[src/rtl/rotate_pkg.sv]
/*
 * Blind rotation shared definitions.
 * Widths, ring and list sizes, controller states and the digit,
 * coefficient and key row types used across the accumulator design.
 */
package rotate_pkg;

    ////////////////////////////////////////////////////////////
    // sizes
    ////////////////////////////////////////////////////////////

    parameter int DATA_W     = 16;              // coefficient width, arithmetic is mod 2^DATA_W
    parameter int DIGIT_W    = 4;               // width of one balanced signed digit
    parameter int NUM_DIGITS = 4;               // digits per coefficient, NUM_DIGITS*DIGIT_W == DATA_W
    parameter int RING_DEPTH = 4;
    parameter int RING_SIZE  = 1 << RING_DEPTH; // coefficients per polynomial
    parameter int A_W        = 3;               // rotation value width, zero means skip
    parameter int A_DEPTH    = 3;
    parameter int NUM_A      = 1 << A_DEPTH;    // rotation list length

    ////////////////////////////////////////////////////////////
    // types
    ////////////////////////////////////////////////////////////

    typedef logic signed [DIGIT_W-1:0]       digit_t;
    typedef logic [NUM_DIGITS*DIGIT_W-1:0]   digit_vec_t;  // digit k sits at bits k*DIGIT_W
    typedef logic [DATA_W-1:0]               coef_t;
    typedef logic [NUM_DIGITS*DATA_W-1:0]    key_row_t;    // key word k sits at bits k*DATA_W

    // sequencer states, one fetch and one check cycle per list entry
    typedef enum logic [2:0] {
        IDLE,
        FETCH_A,
        CHECK_A,
        PASS,
        DRAIN,
        FINISH
    } rot_state_t;

endpackage
[src/rtl/coef_stream_if.sv]
`timescale 1ns/10ps
/*
 * Coefficient stream link.
 * Carries one decomposed coefficient per valid/ready beat.
 */
interface coef_stream_if import rotate_pkg::*; #(
    parameter int RING_DEPTH = rotate_pkg::RING_DEPTH
);
    logic                  valid;
    logic                  ready;
    logic [RING_DEPTH-1:0] index;   // coefficient position in the ring
    coef_t                 value;   // coefficient before the pass
    digit_vec_t            digits;  // balanced signed digits of value

    // the source holds valid and payload steady until ready is seen
    modport source (
        output valid,
        output index,
        output value,
        output digits,
        input  ready
    );

    modport sink (
        input  valid,
        input  index,
        input  value,
        input  digits,
        output ready
    );

endinterface

[src/rtl/blind_rotate_top.sv]
`timescale 1ns/10ps
/*
 * Blind rotation accumulator, top level.
 * Joins the memories, the sequencer and the decompose, buffer and
 * multiply-accumulate stream.
 */
module blind_rotate_top import rotate_pkg::*; #(
    parameter int RING_DEPTH = rotate_pkg::RING_DEPTH,
    parameter int A_DEPTH    = rotate_pkg::A_DEPTH,
    parameter int FIFO_DEPTH = 4
) (
    input  logic                  clk,
    input  logic                  reset,
    input  logic                  acc_we,
    input  logic [RING_DEPTH-1:0] acc_waddr,
    input  coef_t                 acc_wdata,
    input  logic                  a_we,
    input  logic [A_DEPTH-1:0]    a_waddr,
    input  logic [A_W-1:0]        a_wdata,
    input  logic                  key_we,
    input  logic [A_W-1:0]        key_waddr,
    input  key_row_t              key_wdata,
    input  logic                  start,
    output logic                  busy,
    output logic                  done,
    input  logic [RING_DEPTH-1:0] rd_addr,
    output coef_t                 rd_data
);

    logic [A_DEPTH-1:0]    a_raddr;
    logic [A_W-1:0]        a_value;
    logic [A_W-1:0]        key_row_addr;
    key_row_t              key_row;
    logic                  pass_start;
    logic                  pass_done;
    logic [RING_DEPTH-1:0] dec_index;
    logic                  mac_we;
    logic [RING_DEPTH-1:0] mac_index;
    coef_t                 mac_data;
    logic                  ram_we;
    logic [RING_DEPTH:0]   ram_waddr;
    coef_t                 ram_wdata;
    logic [RING_DEPTH:0]   ram_raddr;

    coef_stream_if #(.RING_DEPTH(RING_DEPTH)) dec_stream ();
    coef_stream_if #(.RING_DEPTH(RING_DEPTH)) mac_stream ();

    ////////////////////////////////////////////////////////////
    // memories
    ////////////////////////////////////////////////////////////

    // two banks, the top address bit picks the bank
    dual_port_ram #(.WIDTH(DATA_W), .ADDR_W(RING_DEPTH + 1)) acc_ram_i (
        .clk        (clk),
        .write_en   (ram_we),
        .write_addr (ram_waddr),
        .write_data (ram_wdata),
        .read_addr  (ram_raddr),
        .read_data  (rd_data)
    );

    dual_port_ram #(.WIDTH(A_W), .ADDR_W(A_DEPTH)) a_ram_i (
        .clk        (clk),
        .write_en   (a_we),
        .write_addr (a_waddr),
        .write_data (a_wdata),
        .read_addr  (a_raddr),
        .read_data  (a_value)
    );

    dual_port_ram #(.WIDTH($bits(key_row_t)), .ADDR_W(A_W)) key_ram_i (
        .clk        (clk),
        .write_en   (key_we),
        .write_addr (key_waddr),
        .write_data (key_wdata),
        .read_addr  (key_row_addr),
        .read_data  (key_row)
    );

    ////////////////////////////////////////////////////////////
    // sequencer and coefficient stream
    ////////////////////////////////////////////////////////////

    rotate_control #(.RING_DEPTH(RING_DEPTH), .A_DEPTH(A_DEPTH)) rotate_control_i (
        .clk          (clk),
        .reset        (reset),
        .start        (start),
        .busy         (busy),
        .done         (done),
        .a_addr       (a_raddr),
        .a_value      (a_value),
        .key_row_addr (key_row_addr),
        .pass_start   (pass_start),
        .pass_done    (pass_done),
        .dec_index    (dec_index),
        .mac_we       (mac_we),
        .mac_index    (mac_index),
        .mac_data     (mac_data),
        .host_we      (acc_we),
        .host_addr    (acc_waddr),
        .host_data    (acc_wdata),
        .rd_addr      (rd_addr),
        .acc_we       (ram_we),
        .acc_waddr    (ram_waddr),
        .acc_wdata    (ram_wdata),
        .acc_raddr    (ram_raddr)
    );

    digit_decomposer #(.RING_DEPTH(RING_DEPTH)) digit_decomposer_i (
        .clk        (clk),
        .reset      (reset),
        .pass_start (pass_start),
        .read_index (dec_index),
        .read_data  (rd_data),
        .out        (dec_stream.source)
    );

    coef_fifo #(.RING_DEPTH(RING_DEPTH), .FIFO_DEPTH(FIFO_DEPTH)) coef_fifo_i (
        .clk   (clk),
        .reset (reset),
        .in    (dec_stream.sink),
        .out   (mac_stream.source)
    );

    key_mac #(.RING_DEPTH(RING_DEPTH)) key_mac_i (
        .clk         (clk),
        .reset       (reset),
        .key_row     (key_row),
        .in          (mac_stream.sink),
        .write_en    (mac_we),
        .write_index (mac_index),
        .write_data  (mac_data),
        .pass_done   (pass_done)
    );

endmodule

[src/rtl/key_mac.sv]
`timescale 1ns/10ps
/*
 * Key multiply-accumulate unit, stream consumer.
 * Adds each digit times its key word to the old coefficient, one digit
 * per cycle on a shared multiplier, and writes the result back.
 */
module key_mac import rotate_pkg::*; #(
    parameter int RING_DEPTH = rotate_pkg::RING_DEPTH
) (
    input  logic                  clk,
    input  logic                  reset,
    input  key_row_t              key_row,
    coef_stream_if.sink           in,
    output logic                  write_en,
    output logic [RING_DEPTH-1:0] write_index,
    output coef_t                 write_data,
    output logic                  pass_done
);

    localparam int DSEL_W = (NUM_DIGITS > 1) ? $clog2(NUM_DIGITS) : 1;
    localparam logic [DSEL_W-1:0] LAST_DIGIT = DSEL_W'(NUM_DIGITS - 1);

    logic                       working;    // digits of the held beat still to process
    logic [DSEL_W-1:0]          digit_sel;
    logic                       accept;
    digit_vec_t                 digits_q;
    coef_t                      acc;
    digit_t                     digit_cur;
    logic signed [DATA_W-1:0]   digit_ext;
    coef_t                      key_word;
    logic signed [2*DATA_W-1:0] product;

    assign accept    = in.valid && in.ready;
    assign in.ready  = !working;

    assign digit_cur = digits_q[digit_sel*DIGIT_W +: DIGIT_W];
    assign digit_ext = {{(DATA_W-DIGIT_W){digit_cur[DIGIT_W-1]}}, digit_cur};
    assign key_word  = key_row[digit_sel*DATA_W +: DATA_W];
    assign product   = digit_ext * $signed(key_word); // only the low DATA_W bits are kept

    assign write_data = acc;
    assign pass_done  = write_en && (write_index == '1);

    always_ff @(posedge clk or posedge reset) begin
        if (reset) begin
            working   <= 1'b0;
            digit_sel <= '0;
            write_en  <= 1'b0;
        end else begin
            write_en <= working && (digit_sel == LAST_DIGIT); // one cycle after the last digit
            if (accept) begin
                working   <= 1'b1;
                digit_sel <= '0;
            end else if (working) begin
                if (digit_sel == LAST_DIGIT) begin
                    working   <= 1'b0;
                    digit_sel <= '0;
                end else begin
                    digit_sel <= digit_sel + 1'b1;
                end
            end
        end
    end

    // the write cycle may already accept the next beat, acc reloads after it
    always_ff @(posedge clk) begin
        if (accept) begin
            acc         <= in.value;
            digits_q    <= in.digits;
            write_index <= in.index;
        end else if (working) begin
            acc <= acc + coef_t'(product[DATA_W-1:0]);
        end
    end

endmodule

[src/rtl/coef_fifo.sv]
`timescale 1ns/10ps
/*
 * Coefficient FIFO.
 * Circular buffer between the decomposer and the multiply-accumulate unit.
 */
module coef_fifo import rotate_pkg::*; #(
    parameter int RING_DEPTH = rotate_pkg::RING_DEPTH,
    parameter int FIFO_DEPTH = 4
) (
    input  logic          clk,
    input  logic          reset,
    coef_stream_if.sink   in,
    coef_stream_if.source out
);

    localparam int PTR_W   = (FIFO_DEPTH > 1) ? $clog2(FIFO_DEPTH) : 1;
    localparam int ENTRY_W = RING_DEPTH + $bits(coef_t) + $bits(digit_vec_t);

    logic [ENTRY_W-1:0] store [FIFO_DEPTH];
    logic [PTR_W-1:0]   wr_ptr;
    logic [PTR_W-1:0]   rd_ptr;
    logic [PTR_W:0]     count;
    logic               push;
    logic               pop;

    function automatic logic [PTR_W-1:0] bump(logic [PTR_W-1:0] ptr);
        return (ptr == PTR_W'(FIFO_DEPTH - 1)) ? '0 : ptr + 1'b1;
    endfunction

    assign in.ready  = (count != (PTR_W+1)'(FIFO_DEPTH));
    assign out.valid = (count != '0); // head is visible straight from the store
    assign {out.index, out.value, out.digits} = store[rd_ptr];

    assign push = in.valid && in.ready;
    assign pop  = out.valid && out.ready;

    always_ff @(posedge clk or posedge reset) begin
        if (reset) begin
            wr_ptr <= '0;
            rd_ptr <= '0;
            count  <= '0;
        end else begin
            if (push) begin
                wr_ptr <= bump(wr_ptr);
            end
            if (pop) begin
                rd_ptr <= bump(rd_ptr);
            end
            case ({push, pop})
                2'b10:   count <= count + 1'b1;
                2'b01:   count <= count - 1'b1;
                default: count <= count;    // both or neither leaves the level alone
            endcase
        end
    end

    always_ff @(posedge clk) begin
        if (push) begin
            store[wr_ptr] <= {in.index, in.value, in.digits};
        end
    end

endmodule

[src/rtl/digit_decomposer.sv]
`timescale 1ns/10ps
/*
 * Digit decomposer, stream producer.
 * Reads one bank coefficient by coefficient and splits each word into
 * balanced signed digits.
 */
module digit_decomposer import rotate_pkg::*; #(
    parameter int RING_DEPTH = rotate_pkg::RING_DEPTH
) (
    input  logic                  clk,
    input  logic                  reset,
    input  logic                  pass_start,
    output logic [RING_DEPTH-1:0] read_index,
    input  coef_t                 read_data,
    coef_stream_if.source         out
);

    localparam logic [RING_DEPTH-1:0] LAST_INDEX = '1;

    logic                  active;      // reads still to issue in this pass
    logic [RING_DEPTH-1:0] next_index;
    logic                  s1_valid;    // read_data holds the word for s1_index
    logic [RING_DEPTH-1:0] s1_index;
    logic                  advance;
    logic                  issue;

    // least significant chunk first, a chunk of 8 or more borrows from the next one
    function automatic digit_vec_t split(coef_t word);
        digit_vec_t       digits;
        logic [DIGIT_W:0] sum;
        logic             carry;
        carry = 1'b0;
        for (int k = 0; k < NUM_DIGITS; k++) begin
            sum   = {1'b0, word[k*DIGIT_W +: DIGIT_W]} + {{DIGIT_W{1'b0}}, carry};
            digits[k*DIGIT_W +: DIGIT_W] = sum[DIGIT_W-1:0];
            carry = (sum[DIGIT_W:DIGIT_W-1] != 2'b00);
        end
        return digits; // final carry falls off, wrap mod 2^DATA_W
    endfunction

    assign advance = !out.valid || out.ready;
    assign issue   = active && advance;

    // under back-pressure keep reading the word that is waiting
    assign read_index = advance ? next_index : s1_index;

    always_ff @(posedge clk or posedge reset) begin
        if (reset) begin
            active     <= 1'b0;
            next_index <= '0;
            s1_valid   <= 1'b0;
            s1_index   <= '0;
            out.valid  <= 1'b0;
        end else begin
            if (pass_start) begin
                active     <= 1'b1;
                next_index <= '0;
            end else if (issue) begin
                next_index <= next_index + 1'b1;
                if (next_index == LAST_INDEX) begin
                    active <= 1'b0;
                end
            end
            if (advance) begin
                s1_valid  <= issue;
                s1_index  <= next_index;
                out.valid <= s1_valid;
            end
        end
    end

    always_ff @(posedge clk) begin
        if (advance) begin
            out.index  <= s1_index;
            out.value  <= read_data;
            out.digits <= split(read_data);
        end
    end

endmodule

[src/rtl/rotate_control.sv]
`timescale 1ns/10ps
/*
 * Rotation sequencer.
 * Walks the rotation list, skips zero entries, launches one pass per
 * nonzero value, flips the accumulator bank and muxes the memory ports.
 */
module rotate_control import rotate_pkg::*; #(
    parameter int RING_DEPTH = rotate_pkg::RING_DEPTH,
    parameter int A_DEPTH    = rotate_pkg::A_DEPTH
) (
    input  logic                  clk,
    input  logic                  reset,
    input  logic                  start,
    output logic                  busy,
    output logic                  done,
    output logic [A_DEPTH-1:0]    a_addr,
    input  logic [A_W-1:0]        a_value,
    output logic [A_W-1:0]        key_row_addr,
    output logic                  pass_start,
    input  logic                  pass_done,
    input  logic [RING_DEPTH-1:0] dec_index,
    input  logic                  mac_we,
    input  logic [RING_DEPTH-1:0] mac_index,
    input  coef_t                 mac_data,
    input  logic                  host_we,
    input  logic [RING_DEPTH-1:0] host_addr,
    input  coef_t                 host_data,
    input  logic [RING_DEPTH-1:0] rd_addr,
    output logic                  acc_we,
    output logic [RING_DEPTH:0]   acc_waddr,
    output coef_t                 acc_wdata,
    output logic [RING_DEPTH:0]   acc_raddr
);

    localparam logic [A_DEPTH-1:0] LAST_ENTRY = '1;

    rot_state_t         state;
    logic [A_DEPTH-1:0] ptr;         // current rotation list entry
    logic               bank;        // bank holding the live accumulator
    logic               idle;
    logic               last_entry;
    logic               a_nonzero;

    assign idle       = (state == IDLE);
    assign last_entry = (ptr == LAST_ENTRY);
    assign a_nonzero  = (a_value != '0);

    ////////////////////////////////////////////////////////////
    // sequencer
    ////////////////////////////////////////////////////////////

    always_ff @(posedge clk or posedge reset) begin
        if (reset) begin
            state        <= IDLE;
            ptr          <= '0;
            bank         <= 1'b0;
            key_row_addr <= '0;
        end else begin
            case (state)
                IDLE: begin
                    if (start) begin
                        state <= FETCH_A;
                        ptr   <= '0;
                        bank  <= 1'b0; // host always loads bank 0
                    end
                end
                FETCH_A: begin
                    state <= CHECK_A; // list memory answers one cycle later
                end
                CHECK_A: begin
                    if (a_nonzero) begin
                        key_row_addr <= a_value - 1'b1; // row 0 serves value 1
                        state        <= PASS;
                    end else if (last_entry) begin
                        state <= FINISH;
                    end else begin
                        ptr   <= ptr + 1'b1;
                        state <= FETCH_A;
                    end
                end
                PASS: begin
                    if (pass_done) begin
                        state <= DRAIN;
                    end
                end
                DRAIN: begin
                    bank <= ~bank; // the freshly written bank becomes live
                    if (last_entry) begin
                        state <= FINISH;
                    end else begin
                        ptr   <= ptr + 1'b1;
                        state <= FETCH_A;
                    end
                end
                FINISH: begin
                    state <= IDLE;
                end
                default: begin
                    state <= IDLE;
                end
            endcase
        end
    end

    assign a_addr     = ptr;
    assign pass_start = (state == CHECK_A) && a_nonzero;
    assign done       = (state == FINISH);
    assign busy       = !idle && (state != FINISH); // drops together with done

    ////////////////////////////////////////////////////////////
    // accumulator port muxing
    ////////////////////////////////////////////////////////////

    always_comb begin
        if (idle) begin
            acc_we    = host_we;
            acc_waddr = {1'b0, host_addr};
            acc_wdata = host_data;
        end else begin
            acc_we    = mac_we;
            acc_waddr = {~bank, mac_index}; // results go to the other bank
            acc_wdata = mac_data;
        end
    end

    // idle reads show the result bank to the host
    assign acc_raddr = {bank, idle ? rd_addr : dec_index};

endmodule

[src/rtl/dual_port_ram.sv]
`timescale 1ns/10ps
/*
 * Simple dual port memory.
 * One synchronous write port and one registered read port.
 */
module dual_port_ram #(
    parameter int WIDTH  = 16,
    parameter int ADDR_W = 4
) (
    input  logic              clk,
    input  logic              write_en,
    input  logic [ADDR_W-1:0] write_addr,
    input  logic [WIDTH-1:0]  write_data,
    input  logic [ADDR_W-1:0] read_addr,
    output logic [WIDTH-1:0]  read_data
);

    logic [WIDTH-1:0] mem [1 << ADDR_W];

    always_ff @(posedge clk) begin
        if (write_en) begin
            mem[write_addr] <= write_data;
        end
        read_data <= mem[read_addr]; // old data on a same address collision
    end

endmodule

[config.mk]
export PLATFORM = sky130hd
export DESIGN_NAME = blind_rotate_top
export DESIGN_NICKNAME = d
export VERILOG_FILES = /design/src/rtl/rotate_pkg.sv /design/src/rtl/coef_stream_if.sv /design/src/rtl/blind_rotate_top.sv /design/src/rtl/key_mac.sv /design/src/rtl/coef_fifo.sv /design/src/rtl/digit_decomposer.sv /design/src/rtl/rotate_control.sv /design/src/rtl/dual_port_ram.sv
export SDC_FILE = /design/constraint.sdc
export NUM_CORES = 1
export LEC_CHECK = 0
export BUFFER_PORTS_ARGS = -buffer_cell sky130_fd_sc_hd__buf_2
export CORE_UTILIZATION = 40
export CTS_CLUSTER_SIZE = 40
export DETAILED_ROUTE_END_ITERATION = 16
export SLEW_MARGIN = 20
export SYNTH_ARGS = -nofsm -noshare
export SYNTH_HDL_FRONTEND = slang
export SYNTH_HIERARCHICAL = 1
export SYNTH_SLANG_ARGS = --single-unit
[constraint.sdc]
create_clock -name clk -period 4.4 [get_ports clk]
set_input_delay 0.66 -clock clk [delete_from_list [all_inputs] [get_ports clk]]
set_output_delay 0.66 -clock clk [all_outputs]
set_load 0.005 [all_outputs]
==> results.md <==
- Boundary Pins: 121
- Post-Route WL: 121.5 mm
- Share of the synthesized area in compound gates (AO/OA/AOI/OAI): 2.557%
- Main combinational cell family by area after synthesis: multiplexers
- Number of cells on the worst reg-to-reg path: 16
- RSZ-0062 raised after global routing: true
- TritonCTS clock tree: done
- Final period util: 105.9%
- IO buf count: 120
- Least-Margin Pin Slew: 1.029 ns
- P&R area growth vs syn: 14.84%
- Post-route setup slack: -0.2604 ns
- Routed length on met1: 51.62 mm
- Arrival time at the worst endpoint: 5.15 ns
- Effective utilization at floorplan: 40.30%
- Yosys warnings: 6
- Pre-CTS worst setup slack: -0.2923 ns
- Tightest Hold Check Type: in -> reg
- Final Skew: 0.03038 ns
- DR WL met3: 7.846 mm
- XOR/XNOR Fraction of Synth Area: 0.4269%
- DR iter-0 viols: 2,143
- Root buf cell: clkbuf_16
- Placer congestion estimate: 0.8077
- H-tree depth reported by CTS: 4
- Placeable core region: 135,300 um2
- Via-per-instance ratio: 5.330
- Seq cells post-synth: 1,375
- TritonCTS Buffers: 138
- Violated checks: DRC, setup timing
- Worst slew margin relative to its limit: 31.42%
- Skew-Pair Late Insertion Delay: 0.77 ns
- Pins over their slew limit: 0
- Area contributors post-synth: edfxtp_1, mux4_2, mux2i_1
- Leading register cell type out of synthesis: edfxtp_1
- Overall routing resource usage: 17.73%
- Sum of negative setup slack: -1.140 ns
- Top-count cell post-synth: edfxtp_1
- Minimum clock period after layout: 4.660 ns
- Die height: 371.2 um
- Final net count: 3,278
- Worst hold margin: 0.1521 ns
- Cell variety after synth: 63
- Critical Path Source Type: register
- Antenna violation net count after detailed routing: 0
- Footprint of the flip-flops and latches: 40,310 um2
- Drt first pass iters: 11
- Die width: 371.2 um
- Maximum fanout along the worst path: 7
- Largest net degree at the start of global routing: 79
- Clk pin slew, worst setup/hold paths: 0.06 ns
- Residual overflow from global routing: 0
- Clock sink count: 1,375
- Fraction of registers with async set or reset after synthesis: 2.327%
- Critical register-to-register path startpoint: key_mac_i/digit_sel[0]$_DFFE_PP0P_
- Gate Count Post-Synth: 2,817
- Fraction of synthesized area in multiplexers: 14.89%
- Crit path kind: reg -> reg
- Number of max-cap violations: 0
- Remaining DRCs: 4
- Fraction of layout instances using a drive strength above 1: 25.61%
- Count of filler cells inserted in the layout: 11,140
- Synthesized area: 54,520 um2
- Area used by multi-input combinational logic: 13,170 um2
- Global-route wire length before repair: 177.9 mm
- Post-DP HPWL: 76.11 mm
- Data required, critical path: 4.89 ns
- Number of global-route vias before repair: 27,310
- Endpoint with the worst hold slack: key_ram_i/mem[2][6]$_DFFE_PP_
- Synth Area in Adders: 2.593%
- Total via count in the routed design: 26,600
- Run status: complete, but fails checks
- Area share of the largest cell type after synthesis: 69.40%
- Met2 Routed Length: 59.69 mm
- Destination of the worst register-to-register timing path: key_mac_i/write_data[15]$_DFFE_PP_
- Max layer used: met5
- Area of the die: 137,800 um2
- Number of enable flip-flop cells after synthesis: 1,260
- Flop-to-flop setup slack: -0.26 ns
- Post-synthesis area per instance: 19.35 um2
- Hold Crit Depth: 1
- Synth top cells by count: edfxtp_1, mux2i_1, mux4_2
- Simple-Gate Fraction of Synth Area: 3.105%
- Critical Path End Type: register
- Initial antenna violation count: 24
- Final setup viols: 6
- Post-synthesis sequential area ratio: 73.91%
- Clock Tree Buf Depth: 3
- Launch point of the worst hold path: key_wdata[6]
- Detailed-route wire length per cell: 24.35 um
- Cell type with the largest total area after synthesis: edfxtp_1
- Net Count, Synth: 3,009
- Row cnt: 135
- Final hold violation count: 0
- Fmax: 0.2146 GHz
## layout make-up
| cell class | instances | area share (%) |
|---|---|---|
| Timing Repair Buffer | 264 | 3.053 |
| Clock buffer | 183 | 6.029 |
| Antenna cell | 7 | 0.02798 |
| Sequential cell | 1375 | 64.38 |
| Clock inverter | 73 | 1.315 |
| Multi-Input combinational cell | 1206 | 21.03 |
| Tap cell | 1781 | 3.559 |
| Inverter | 101 | 0.6055 |
## metrics by stage
| stage | cells | util (%) | cell area [um2] |
|---|---|---|---|
| 2_1_floorplan | 2817 | - | 54650 |
| 3_3_place_gp | 4710 | 42.67 | 57730 |
| 3_5_place_dp | 4710 | 42.67 | 57730 |
| 4_1_cts | 4979 | 46.19 | 62500 |
| 5_1_grt | 4984 | 46.27 | 62600 |
| 6_report | 4990 | 46.28 | 62610 |
## state kept, by name, indices dropped and copies added, names as in the netlist, 4 cells and up
name                           flops
key_mac_i/write_index              4
digit_decomposer_i/next_index      4
coef_fifo_i/store                144
digit_decomposer_i/out.digits     12
digit_decomposer_i/out.index       4
acc_ram_i/read_data               16
acc_ram_i/mem                    512
digit_decomposer_i/out.value      16
key_mac_i/write_data              16
key_ram_i/read_data               64
a_ram_i/mem                       24
digit_decomposer_i/s1_index        4
key_ram_i/mem                    512
key_mac_i/digits_q                16
## cells in the final DEF, fill, tap and decap left out, drive strengths merged, types with 56 or more instances in the layout
cell	instances
buf	263
mux2	105
mux2i	263
clkinv	56
nor2	76
nand2	76
mux4	189
inv	107
edfxtp	1260
clkbuf	183
a22oi	64
dfxtp	83
## worst max-delay path: stages, from the launching register on
cell and delay [ns]:
dfrtp_2 0.41, buf_12 0.13, mux4_2 0.62, and2_4 0.22
fa_1 0.51, fa_1 0.50, inv_1 0.05, fa_1 0.49
inv_2 0.05, ha_4 0.23, a2111oi_4 0.31, o21ai_2 0.15
a31oi_4 0.19, o21ai_2 0.09, a31oi_1 0.22, xnor2_1 0.15
o21ai_1 0.07
## metal layers
layer	global-route usage, %	vias up
met4	4.645	10
met3	3.766	148
met2	29.14	798
li1	-	11710
met1	23.92	13930
met5	0	-
## cells by family (layout without fill, tap and decap cells)
logic type | after synthesis | after routing
AOI/OAI and AO/OA | 203 | 203
xor gates and xnor gates | 25 | 25
adders and majority gates | 89 | 89
buffers and inverters | 236 | 621
DFF | 1375 | 1375
muxes | 557 | 557
other | 0 | 7
and+or+nand+nor | 332 | 332
## worst max-delay path by stage
stage	from	to	slack [ns]	cells after the start
floorplan	key_mac_i/digit_sel[0]$_DFFE_PP0P_	key_mac_i/write_data[15]$_DFFE_PP_	-0.17	18
global placement	key_mac_i/digit_sel[0]$_DFFE_PP0P_	key_mac_i/write_data[15]$_DFFE_PP_	-0.24	16
detailed placement	key_mac_i/digit_sel[0]$_DFFE_PP0P_	key_mac_i/write_data[15]$_DFFE_PP_	-0.29	16
CTS	key_mac_i/digit_sel[0]$_DFFE_PP0P_	key_mac_i/write_data[15]$_DFFE_PP_	-0.28	16
global route	key_mac_i/digit_sel[0]$_DFFE_PP0P_	key_mac_i/write_data[12]$_DFFE_PP_	-0.41	17
finish	key_mac_i/digit_sel[0]$_DFFE_PP0P_	key_mac_i/write_data[15]$_DFFE_PP_	-0.26	16
## timing repair
action                     CTS  global route
buffers inserted            12             4
hold buffers                 1             0
hold endpoints to repair    32             0
setup endpoints to repair    8            10
resized for setup           17            16
pin swaps                   14             6
Power is not shown: default switching activity piles up to over one toggle a cycle in this logic, so the estimate is an artifact.
